<file path="config.mk">
export PLATFORM = sky130hd
export DESIGN_NAME = yolo_layer_unit
export DESIGN_NICKNAME = d
export VERILOG_FILES = /design/src/yolo_pkg.sv /design/src/yolo_iter_cnt.sv /design/src/yolo_ctrl.sv /design/src/yolo_macc.sv /design/src/yolo_act_pool.sv /design/src/yolo_layer_unit.sv
export VERILOG_INCLUDE_DIRS = /design/src
export SDC_FILE = /design/constraint.sdc
export NUM_CORES = 1
export LEC_CHECK = 0
export BUFFER_PORTS_ARGS = -buffer_cell sky130_fd_sc_hd__buf_4
export CAP_MARGIN = 0
export CORE_ASPECT_RATIO = 0.9
export CORE_MARGIN = 1.5
export CORE_UTILIZATION = 50
export CTS_CLUSTER_DIAMETER = 150
export DETAILED_ROUTE_END_ITERATION = 10
export GPL_TIMING_DRIVEN = 0
export HOLD_SLACK_MARGIN = 0.06
export PLACE_DENSITY = 0.67
export SYNTH_ARGS = -nofsm -noshare
export SYNTH_HDL_FRONTEND = slang
export SYNTH_SLANG_ARGS = --single-unit
</file>
<file path="constraint.sdc">
create_clock -name clk -period 17.14 [get_ports clk]
set_input_delay 1.714 -clock clk [delete_from_list [all_inputs] [get_ports clk]]
set_output_delay 1.714 -clock clk [all_outputs]
set_load 0.01 [all_outputs]
</file>
<file path="src/yolo_cfg.svh">
`ifndef YOLO_CFG_SVH
`define YOLO_CFG_SVH

// operand and result width
`define YOLO_DATA_W 16

// elements per dot product
`define YOLO_ITER_W 8

// results per job
`define YOLO_ITEM_W 10

// fixed-point shift amount
`define YOLO_SHIFT_W 5

// max-pool window length
`define YOLO_POOL_N 4

`endif

</file>
<file path="src/yolo_pkg.sv">
`default_nettype none
`include "yolo_cfg.svh"

package yolo_pkg;

   // one word of the operand stream
   typedef struct packed {
      logic signed [`YOLO_DATA_W-1:0] a;
      logic signed [`YOLO_DATA_W-1:0] b;
      logic signed [`YOLO_DATA_W-1:0] c;
   } operand_t;

   // job config, sampled on start
   typedef struct packed {
      logic [`YOLO_ITER_W-1:0]  iterations;
      logic [`YOLO_ITEM_W-1:0]  items;
      logic [`YOLO_SHIFT_W-1:0] shift;
      logic                     bias_en;
      logic                     leaky_en;
      logic                     maxpool_en;
      logic                     bypass_en;
   } job_cfg_t;

   // finished dot product on its way to activation
   typedef struct packed {
      logic                             valid;
      logic signed [2*`YOLO_DATA_W-1:0] acc;
      logic signed [`YOLO_DATA_W-1:0]   act;
   } acc_tok_t;

endpackage

`default_nettype wire

</file>
<file path="src/yolo_iter_cnt.sv">
`default_nettype none
`include "yolo_cfg.svh"

module yolo_iter_cnt (
   input  wire logic                    clk,
   input  wire logic                    rst,
   input  wire logic                    clear,
   input  wire logic                    step,
   input  wire logic [`YOLO_ITER_W-1:0] len,
   input  wire logic [`YOLO_ITEM_W-1:0] items,
   output logic                         first_elem,
   output logic                         last_elem,
   output logic                         last_item
);

   logic [`YOLO_ITER_W-1:0] elem_idx;
   logic [`YOLO_ITEM_W-1:0] item_idx;

   assign first_elem = (elem_idx == '0);
   assign last_elem  = (elem_idx == len - `YOLO_ITER_W'(1));
   assign last_item  = (item_idx == items - `YOLO_ITEM_W'(1));

   always_ff @(posedge clk or posedge rst) begin
      if (rst) begin
         elem_idx <= '0;
         item_idx <= '0;
      end else if (clear) begin
         elem_idx <= '0;
         item_idx <= '0;
      end else if (step) begin
         // wrap at end of dot product
         if (last_elem) begin
            elem_idx <= '0;
            item_idx <= item_idx + `YOLO_ITEM_W'(1);
         end else begin
            elem_idx <= elem_idx + `YOLO_ITER_W'(1);
         end
      end
   end

endmodule

`default_nettype wire

</file>
<file path="src/yolo_ctrl.sv">
`default_nettype none
`include "yolo_cfg.svh"

module yolo_ctrl (
   input  wire logic                clk,
   input  wire logic                rst,
   input  wire logic                start,
   input  wire yolo_pkg::job_cfg_t  cfg,
   input  wire logic                in_valid,
   input  wire logic                advance,
   input  wire logic                last_elem,
   input  wire logic                last_item,
   input  wire logic                pipe_busy,
   input  wire logic                out_pending,
   output logic                     in_ready,
   output logic                     accept,
   output logic                     clear,
   output yolo_pkg::job_cfg_t       job,
   output logic                     busy,
   output logic                     done
);

   typedef enum logic [1:0] {IDLE, RUN, DRAIN} state_t;

   state_t             state;
   yolo_pkg::job_cfg_t job_in;

   // in bypass every element is an item of its own
   always_comb begin
      job_in = cfg;
      if (cfg.bypass_en) begin
         job_in.iterations = `YOLO_ITER_W'(1);
      end
   end

   assign in_ready = (state == RUN) && advance;
   assign accept   = in_valid && in_ready;
   assign clear    = (state == IDLE) && start;
   assign busy     = (state != IDLE);
   assign done     = (state == DRAIN) && !pipe_busy && !out_pending;

   always_ff @(posedge clk or posedge rst) begin
      if (rst) begin
         state <= IDLE;
         job   <= '0;
      end else begin
         case (state)
            IDLE: begin
               if (start) begin
                  job   <= job_in;
                  state <= RUN;
               end
            end
            RUN: begin
               if (accept && last_elem && last_item) begin
                  state <= DRAIN;
               end
            end
            DRAIN: begin
               // pipeline and output empty
               if (done) begin
                  state <= IDLE;
               end
            end
            default: state <= IDLE;
         endcase
      end
   end

endmodule

`default_nettype wire

</file>
<file path="src/yolo_macc.sv">
`default_nettype none
`include "yolo_cfg.svh"

module yolo_macc (
   input  wire logic               clk,
   input  wire logic               rst,
   input  wire logic               advance,
   input  wire logic               accept,
   input  wire logic               first_elem,
   input  wire logic               last_elem,
   input  wire yolo_pkg::operand_t op,
   input  wire yolo_pkg::job_cfg_t job,
   output yolo_pkg::acc_tok_t      tok,
   output logic                    pipe_busy
);

   localparam int DW = `YOLO_DATA_W;

   yolo_pkg::operand_t     s1_op;
   logic                   s1_valid, s1_first, s1_last;
   logic signed [2*DW-1:0] s2_prod, s2_pre;
   logic signed [DW-1:0]   s2_act;
   logic                   s2_valid, s2_first, s2_last;
   logic signed [2*DW-1:0] acc;
   logic signed [DW-1:0]   s3_act;
   logic                   s3_valid;
   logic                   tok_valid;
   logic signed [2*DW-1:0] tok_acc;
   logic signed [DW-1:0]   tok_act;
   logic signed [2*DW-1:0] bias_ext;

   assign bias_ext = {{DW{s1_op.c[DW-1]}}, s1_op.c};

   always_ff @(posedge clk or posedge rst) begin
      if (rst) begin
         s1_valid  <= 1'b0;
         s2_valid  <= 1'b0;
         s3_valid  <= 1'b0;
         tok_valid <= 1'b0;
      end else if (advance) begin
         s1_valid  <= accept;
         s2_valid  <= s1_valid;
         // only a finished sum becomes a token
         s3_valid  <= s2_valid && s2_last;
         tok_valid <= s3_valid;
      end
   end

   always_ff @(posedge clk) begin
      if (advance) begin
         s1_op    <= op;
         s1_first <= first_elem;
         s1_last  <= last_elem;

         s2_prod  <= $signed(s1_op.a) * $signed(s1_op.b);
         s2_pre   <= job.bias_en ? (bias_ext <<< job.shift) : '0;
         s2_act   <= s1_op.a;
         s2_first <= s1_first;
         s2_last  <= s1_last;

         // restart from preload on a new dot product
         if (s2_valid) begin
            acc    <= (s2_first ? s2_pre : acc) + s2_prod;
            s3_act <= s2_act;
         end

         tok_acc <= acc;
         tok_act <= s3_act;
      end
   end

   assign tok       = '{valid: tok_valid, acc: tok_acc, act: tok_act};
   assign pipe_busy = s1_valid || s2_valid || s3_valid || tok_valid;

endmodule

`default_nettype wire

</file>
<file path="src/yolo_act_pool.sv">
`default_nettype none
`include "yolo_cfg.svh"

module yolo_act_pool (
   input  wire logic                      clk,
   input  wire logic                      rst,
   input  wire logic                      advance,
   input  wire yolo_pkg::acc_tok_t        tok,
   input  wire yolo_pkg::job_cfg_t        job,
   output logic                           out_valid,
   input  wire logic                      out_ready,
   output logic signed [`YOLO_DATA_W-1:0] out_data,
   output logic                           out_pending
);

   localparam int DW    = `YOLO_DATA_W;
   localparam int WIN_W = $clog2(`YOLO_POOL_N);

   logic signed [2*DW-1:0] shifted;
   logic signed [DW-1:0]   scaled, act_val, value, pool_val, run_max;
   logic [WIN_W-1:0]       win_cnt;
   logic                   win_last, emit;

   // back to data width
   assign shifted = $signed(tok.acc) >>> job.shift;
   assign scaled  = shifted[DW-1:0];

   // leaky slope of 1/8
   assign act_val = (job.leaky_en && scaled[DW-1]) ? (scaled >>> 3) : scaled;
   assign value   = job.bypass_en ? tok.act : act_val;

   assign pool_val = (win_cnt == '0 || value > run_max) ? value : run_max;
   assign win_last = (win_cnt == WIN_W'(`YOLO_POOL_N - 1));
   assign emit     = advance && tok.valid && (!job.maxpool_en || win_last);

   always_ff @(posedge clk or posedge rst) begin
      if (rst) begin
         out_valid <= 1'b0;
         win_cnt   <= '0;
      end else begin
         if (emit) begin
            out_valid <= 1'b1;
         end else if (out_ready) begin
            out_valid <= 1'b0;
         end
         if (advance && tok.valid && job.maxpool_en) begin
            win_cnt <= win_last ? '0 : win_cnt + WIN_W'(1);
         end
      end
   end

   always_ff @(posedge clk) begin
      if (advance && tok.valid) begin
         run_max <= pool_val;
      end
      if (emit) begin
         out_data <= job.maxpool_en ? pool_val : value;
      end
   end

   // a partly filled window still owes a result
   assign out_pending = out_valid || (win_cnt != '0);

endmodule

`default_nettype wire

</file>
<file path="src/yolo_layer_unit.sv">
`default_nettype none
`include "yolo_cfg.svh"

module yolo_layer_unit (
   input  wire logic                      clk,
   input  wire logic                      rst,
   input  wire logic                      start,
   input  wire yolo_pkg::job_cfg_t        cfg,
   output logic                           busy,
   output logic                           done,
   input  wire logic                      in_valid,
   output logic                           in_ready,
   input  wire yolo_pkg::operand_t        in_data,
   output logic                           out_valid,
   input  wire logic                      out_ready,
   output logic signed [`YOLO_DATA_W-1:0] out_data
);

   logic               advance;
   logic               accept;
   logic               clear;
   logic               first_elem, last_elem, last_item;
   logic               pipe_busy, out_pending;
   yolo_pkg::job_cfg_t job;
   yolo_pkg::acc_tok_t tok;

   // whole pipeline stalls on a held output
   assign advance = !out_valid || out_ready;

   yolo_ctrl yolo_ctrl_inst (
      .clk         (clk),
      .rst         (rst),
      .start       (start),
      .cfg         (cfg),
      .in_valid    (in_valid),
      .advance     (advance),
      .last_elem   (last_elem),
      .last_item   (last_item),
      .pipe_busy   (pipe_busy),
      .out_pending (out_pending),
      .in_ready    (in_ready),
      .accept      (accept),
      .clear       (clear),
      .job         (job),
      .busy        (busy),
      .done        (done)
   );

   yolo_iter_cnt yolo_iter_cnt_inst (
      .clk        (clk),
      .rst        (rst),
      .clear      (clear),
      .step       (accept),
      .len        (job.iterations),
      .items      (job.items),
      .first_elem (first_elem),
      .last_elem  (last_elem),
      .last_item  (last_item)
   );

   yolo_macc yolo_macc_inst (
      .clk        (clk),
      .rst        (rst),
      .advance    (advance),
      .accept     (accept),
      .first_elem (first_elem),
      .last_elem  (last_elem),
      .op         (in_data),
      .job        (job),
      .tok        (tok),
      .pipe_busy  (pipe_busy)
   );

   yolo_act_pool yolo_act_pool_inst (
      .clk         (clk),
      .rst         (rst),
      .advance     (advance),
      .tok         (tok),
      .job         (job),
      .out_valid   (out_valid),
      .out_ready   (out_ready),
      .out_data    (out_data),
      .out_pending (out_pending)
   );

endmodule

`default_nettype wire

</file>
==> run metrics <==
fin util=0.5629; simple-gate share of the synthesized area=0.1247; Post-Syn Instances=2405; compound-gate portion of the synthesized area=0.07809; worst slew pin tran=just over 0.9 ns; syn_nets=2884; final net count=3027; # DRC=0; synth warn=0; Worst path max stage delay=0.70 ns; top-count cell post-synth=inv_1; layout cells sized above 1=0.1207; worst clock skew=0.02869 ns; sequential area share after synthesis=0.3511; CTS tree=built; CP Capture Type=register; IO Port Bufs=99; CTS root buf=clkbuf_16; EDFF count, synth=260; worst-path cell chain=clkbuf_1, nand2_1, fa_1, inv_1, fa_1, inv_1, fa_1, inv_1, fa_1, fa_1, inv_1, fa_1, inv_1, ha_1, and4_1, and2_1, a221oi_1, o211ai_1, a41o_1, a2111oi_0, o21bai_1, a21oi_1, xnor2_1; # hold bufs at CTS=0; classification of the worst setup path=register to register; CTS Buf Count=38; main combinational cell family by area after synthesis=adder cells; leading post-synthesis cells by cell area=edfxtp_1, fa_1, ha_1; Area growth syn-to-layout=11.33%; Post-Synth Adder-Cell Area=0.2671; setup_tns=0 ns; maximum number of pins on one net before global-route repair=134; Synth cell types=73; final WL=roughly 67000 µm; cell taking the most area after synthesis=edfxtp_1; kind of cell adding the most delay to the critical path=adder cells; critical path's most frequent cell=fa_1; die width=243.8 µm; share of the synthesized area in the top cell type=0.2993; worst min-delay path class=register to register; reg-to-reg setup timing slack=between 9 and 10 ns; initial antenna violation count=1; final hold violation count=0; Core Region=51600 µm²; multiplexer area fraction after synthesis=0.08192; H-tree Lvls=2; Critical Path Start Type=register; routability cong.=between 0.9 and 1; DIE AREA=53550 µm²; initial core utilization=0.5056; GR Overflow Total=0; max cap viols=0; dpl hpwl=52850 µm; Max clock buf depth=3; Worst Path Arrival=7.90 ns; crit-path max FO=10; Top FF cell, synth=edfxtp_1; Routed Antenna Nets=0; Rel. slew slack=0.3868; Mean Syn Cell Area=10.85 µm²; final setup fails=0; routed via count=between 15000 and 20000; Total GRT Usage=0.2564; number of global-route vias before repair=18813; Tmin final=around 7.6 ns; global-route wire length before repair=105200 µm; post-DR wirelength/cell=just over 20 µm; buffers inserted by post-CTS timing repair=0; 1st-iter DRT viols=1430; Tcrit/Tclk final=0.4423; Slew Viols, Final=0; Ant. Diodes=0; Synth top cells by count=inv_1, nand2_1, fa_1, edfxtp_1, ha_1; Die Ht=219.7 µm; vias per cell=5.584; CP max stage cell=edfxtp_1; status=completed; FF+latch count, synth=314; RSZ-0062 raised after global routing=no; critical path required time=17.45 ns; boundary pin count=100; Rows=79; CP bufs+invs=6; Async SR Flop Fraction=0.1720; fmax=0.1319 GHz; clk slew on worst S/H paths=0.06 ns; Synth Area in XOR/XNOR=0.03324; Clk Latency, worst-skew pair=roughly 0.57 ns; CTS resizes=0; First-pass DRT Iterations=5; clk sinks=314; Mapped Area=26090 µm²; Filler cells=4475
cell type report:
type / instances / area, µm² / share of cell area
inverter: 338 / 1276 / 0.04394
buffer: 94 / 399.1 / 0.01374
timing repair buffer: 103 / 825.8 / 0.02843
multi-input combinational: 1659 / 15260 / 0.5256
tap: 688 / 860.8 / 0.02964
sequential: 314 / 9159 / 0.3154
clock buffer: 44 / 994.7 / 0.03425
clock inverter: 25 / 262.8 / 0.009047
worst register-to-register path, stage by stage (launching register included):
cell       delay, ns
edfxtp_1        0.70
clkbuf_1        0.61
nand2_1         0.17
fa_1            0.57
inv_1           0.06
fa_1            0.50
inv_1           0.05
fa_1            0.52
inv_1           0.05
fa_1            0.49
fa_1            0.53
inv_1           0.05
fa_1            0.49
inv_1           0.05
ha_1            0.36
and4_1          0.25
and2_1          0.15
a221oi_1        0.37
o211ai_1        0.20
a41o_1          0.34
a2111oi_0       0.41
o21bai_1        0.12
a21oi_1         0.19
xnor2_1         0.08
through the flow:
stage | hold slack [ns] | cells | worst slack [ns] | cell area (µm²)
floorplan | 0.4003 | 2405 | 9.224 | 26090
global placement | 0.4044 | 3192 | 6.693 | 27690
detailed placement | 0.4045 | 3196 | 9.617 | 27790
CTS | 0.4173 | 3265 | 9.577 | 29040
global route | 0.4217 | 3265 | 9.233 | 29040
finish | 0.4131 | 3265 | 9.558 | 29040
logic make-up after synthesis:
logic type,after synthesis
multiplexers,156
AND/OR/NAND/NOR,682
AO/OA/AOI/OAI,323
flip-flops,314
XOR/XNOR,99
adder cells (fa/ha/maj),399
buffers and inverters,432
state kept, by name, summed over array words and instances, names as in the netlist, 27 cells and up:
register / count
yolo_macc_inst.s2_prod: 32
yolo_macc_inst.s1_op: 32
yolo_ctrl_inst.job: 27
yolo_macc_inst.tok_acc: 32
yolo_macc_inst.acc: 32
yolo_macc_inst.s2_pre: 32
cells in the final DEF (no fill, tap or decap), drive strengths merged, types with 20 or more instances in the layout:
| master | netlist | routed |
|---|---|---|
| edfxtp | 260 | 260 |
| mux2 | 70 | 70 |
| a21oi | 93 | 93 |
| clkbuf | 69 | 113 |
| mux4 | 39 | 39 |
| dfrtp | 54 | 54 |
| fa | 263 | 263 |
| and2 | 135 | 135 |
| o21a | 22 | 22 |
| nor3 | 22 | 22 |
| a21o | 33 | 33 |
| inv | 337 | 340 |
| xor2 | 30 | 30 |
| nor2 | 86 | 86 |
| nand2 | 316 | 316 |
| mux2i | 47 | 47 |
| nand3 | 20 | 20 |
| nor2b | 26 | 26 |
| o21ai | 92 | 92 |
| buf | 25 | 128 |
| ha | 136 | 136 |
| xnor2 | 69 | 69 |
final timing paths:
kind                                                                    to                                 from  cells after the start
worst max-delay path                  yolo_macc_inst.s2_prod[31]$_DFFE_PN_   yolo_macc_inst.s1_op[39]$_DFFE_PN_                     23
worst max register to register        yolo_macc_inst.s2_prod[31]$_DFFE_PN_   yolo_macc_inst.s1_op[39]$_DFFE_PN_                     23
max in group asynchronous               yolo_ctrl_inst.job[23]$_DFFE_PP0P_                                  rst                      3
worst min-delay path                  yolo_macc_inst.tok_act[15]$_DFFE_PN_  yolo_macc_inst.s3_act[15]$_DFFE_PP_                      0
min in group asynchronous       yolo_iter_cnt_inst.item_idx[0]$_DFFE_PP0P_                                  rst                      2
worst min register to register        yolo_macc_inst.tok_act[15]$_DFFE_PN_  yolo_macc_inst.s3_act[15]$_DFFE_PP_                      0
metal layers:
metal	global-route usage	wire length (µm)
met4	0.09794	2435
met5	0	0
met1	0.3391	28080
met3	0.03763	4087
met2	0.4295	32490
Power is left out: the tool's default activity adds up to more than one toggle a clock period on the data nets, which glitch-free logic cannot reach.
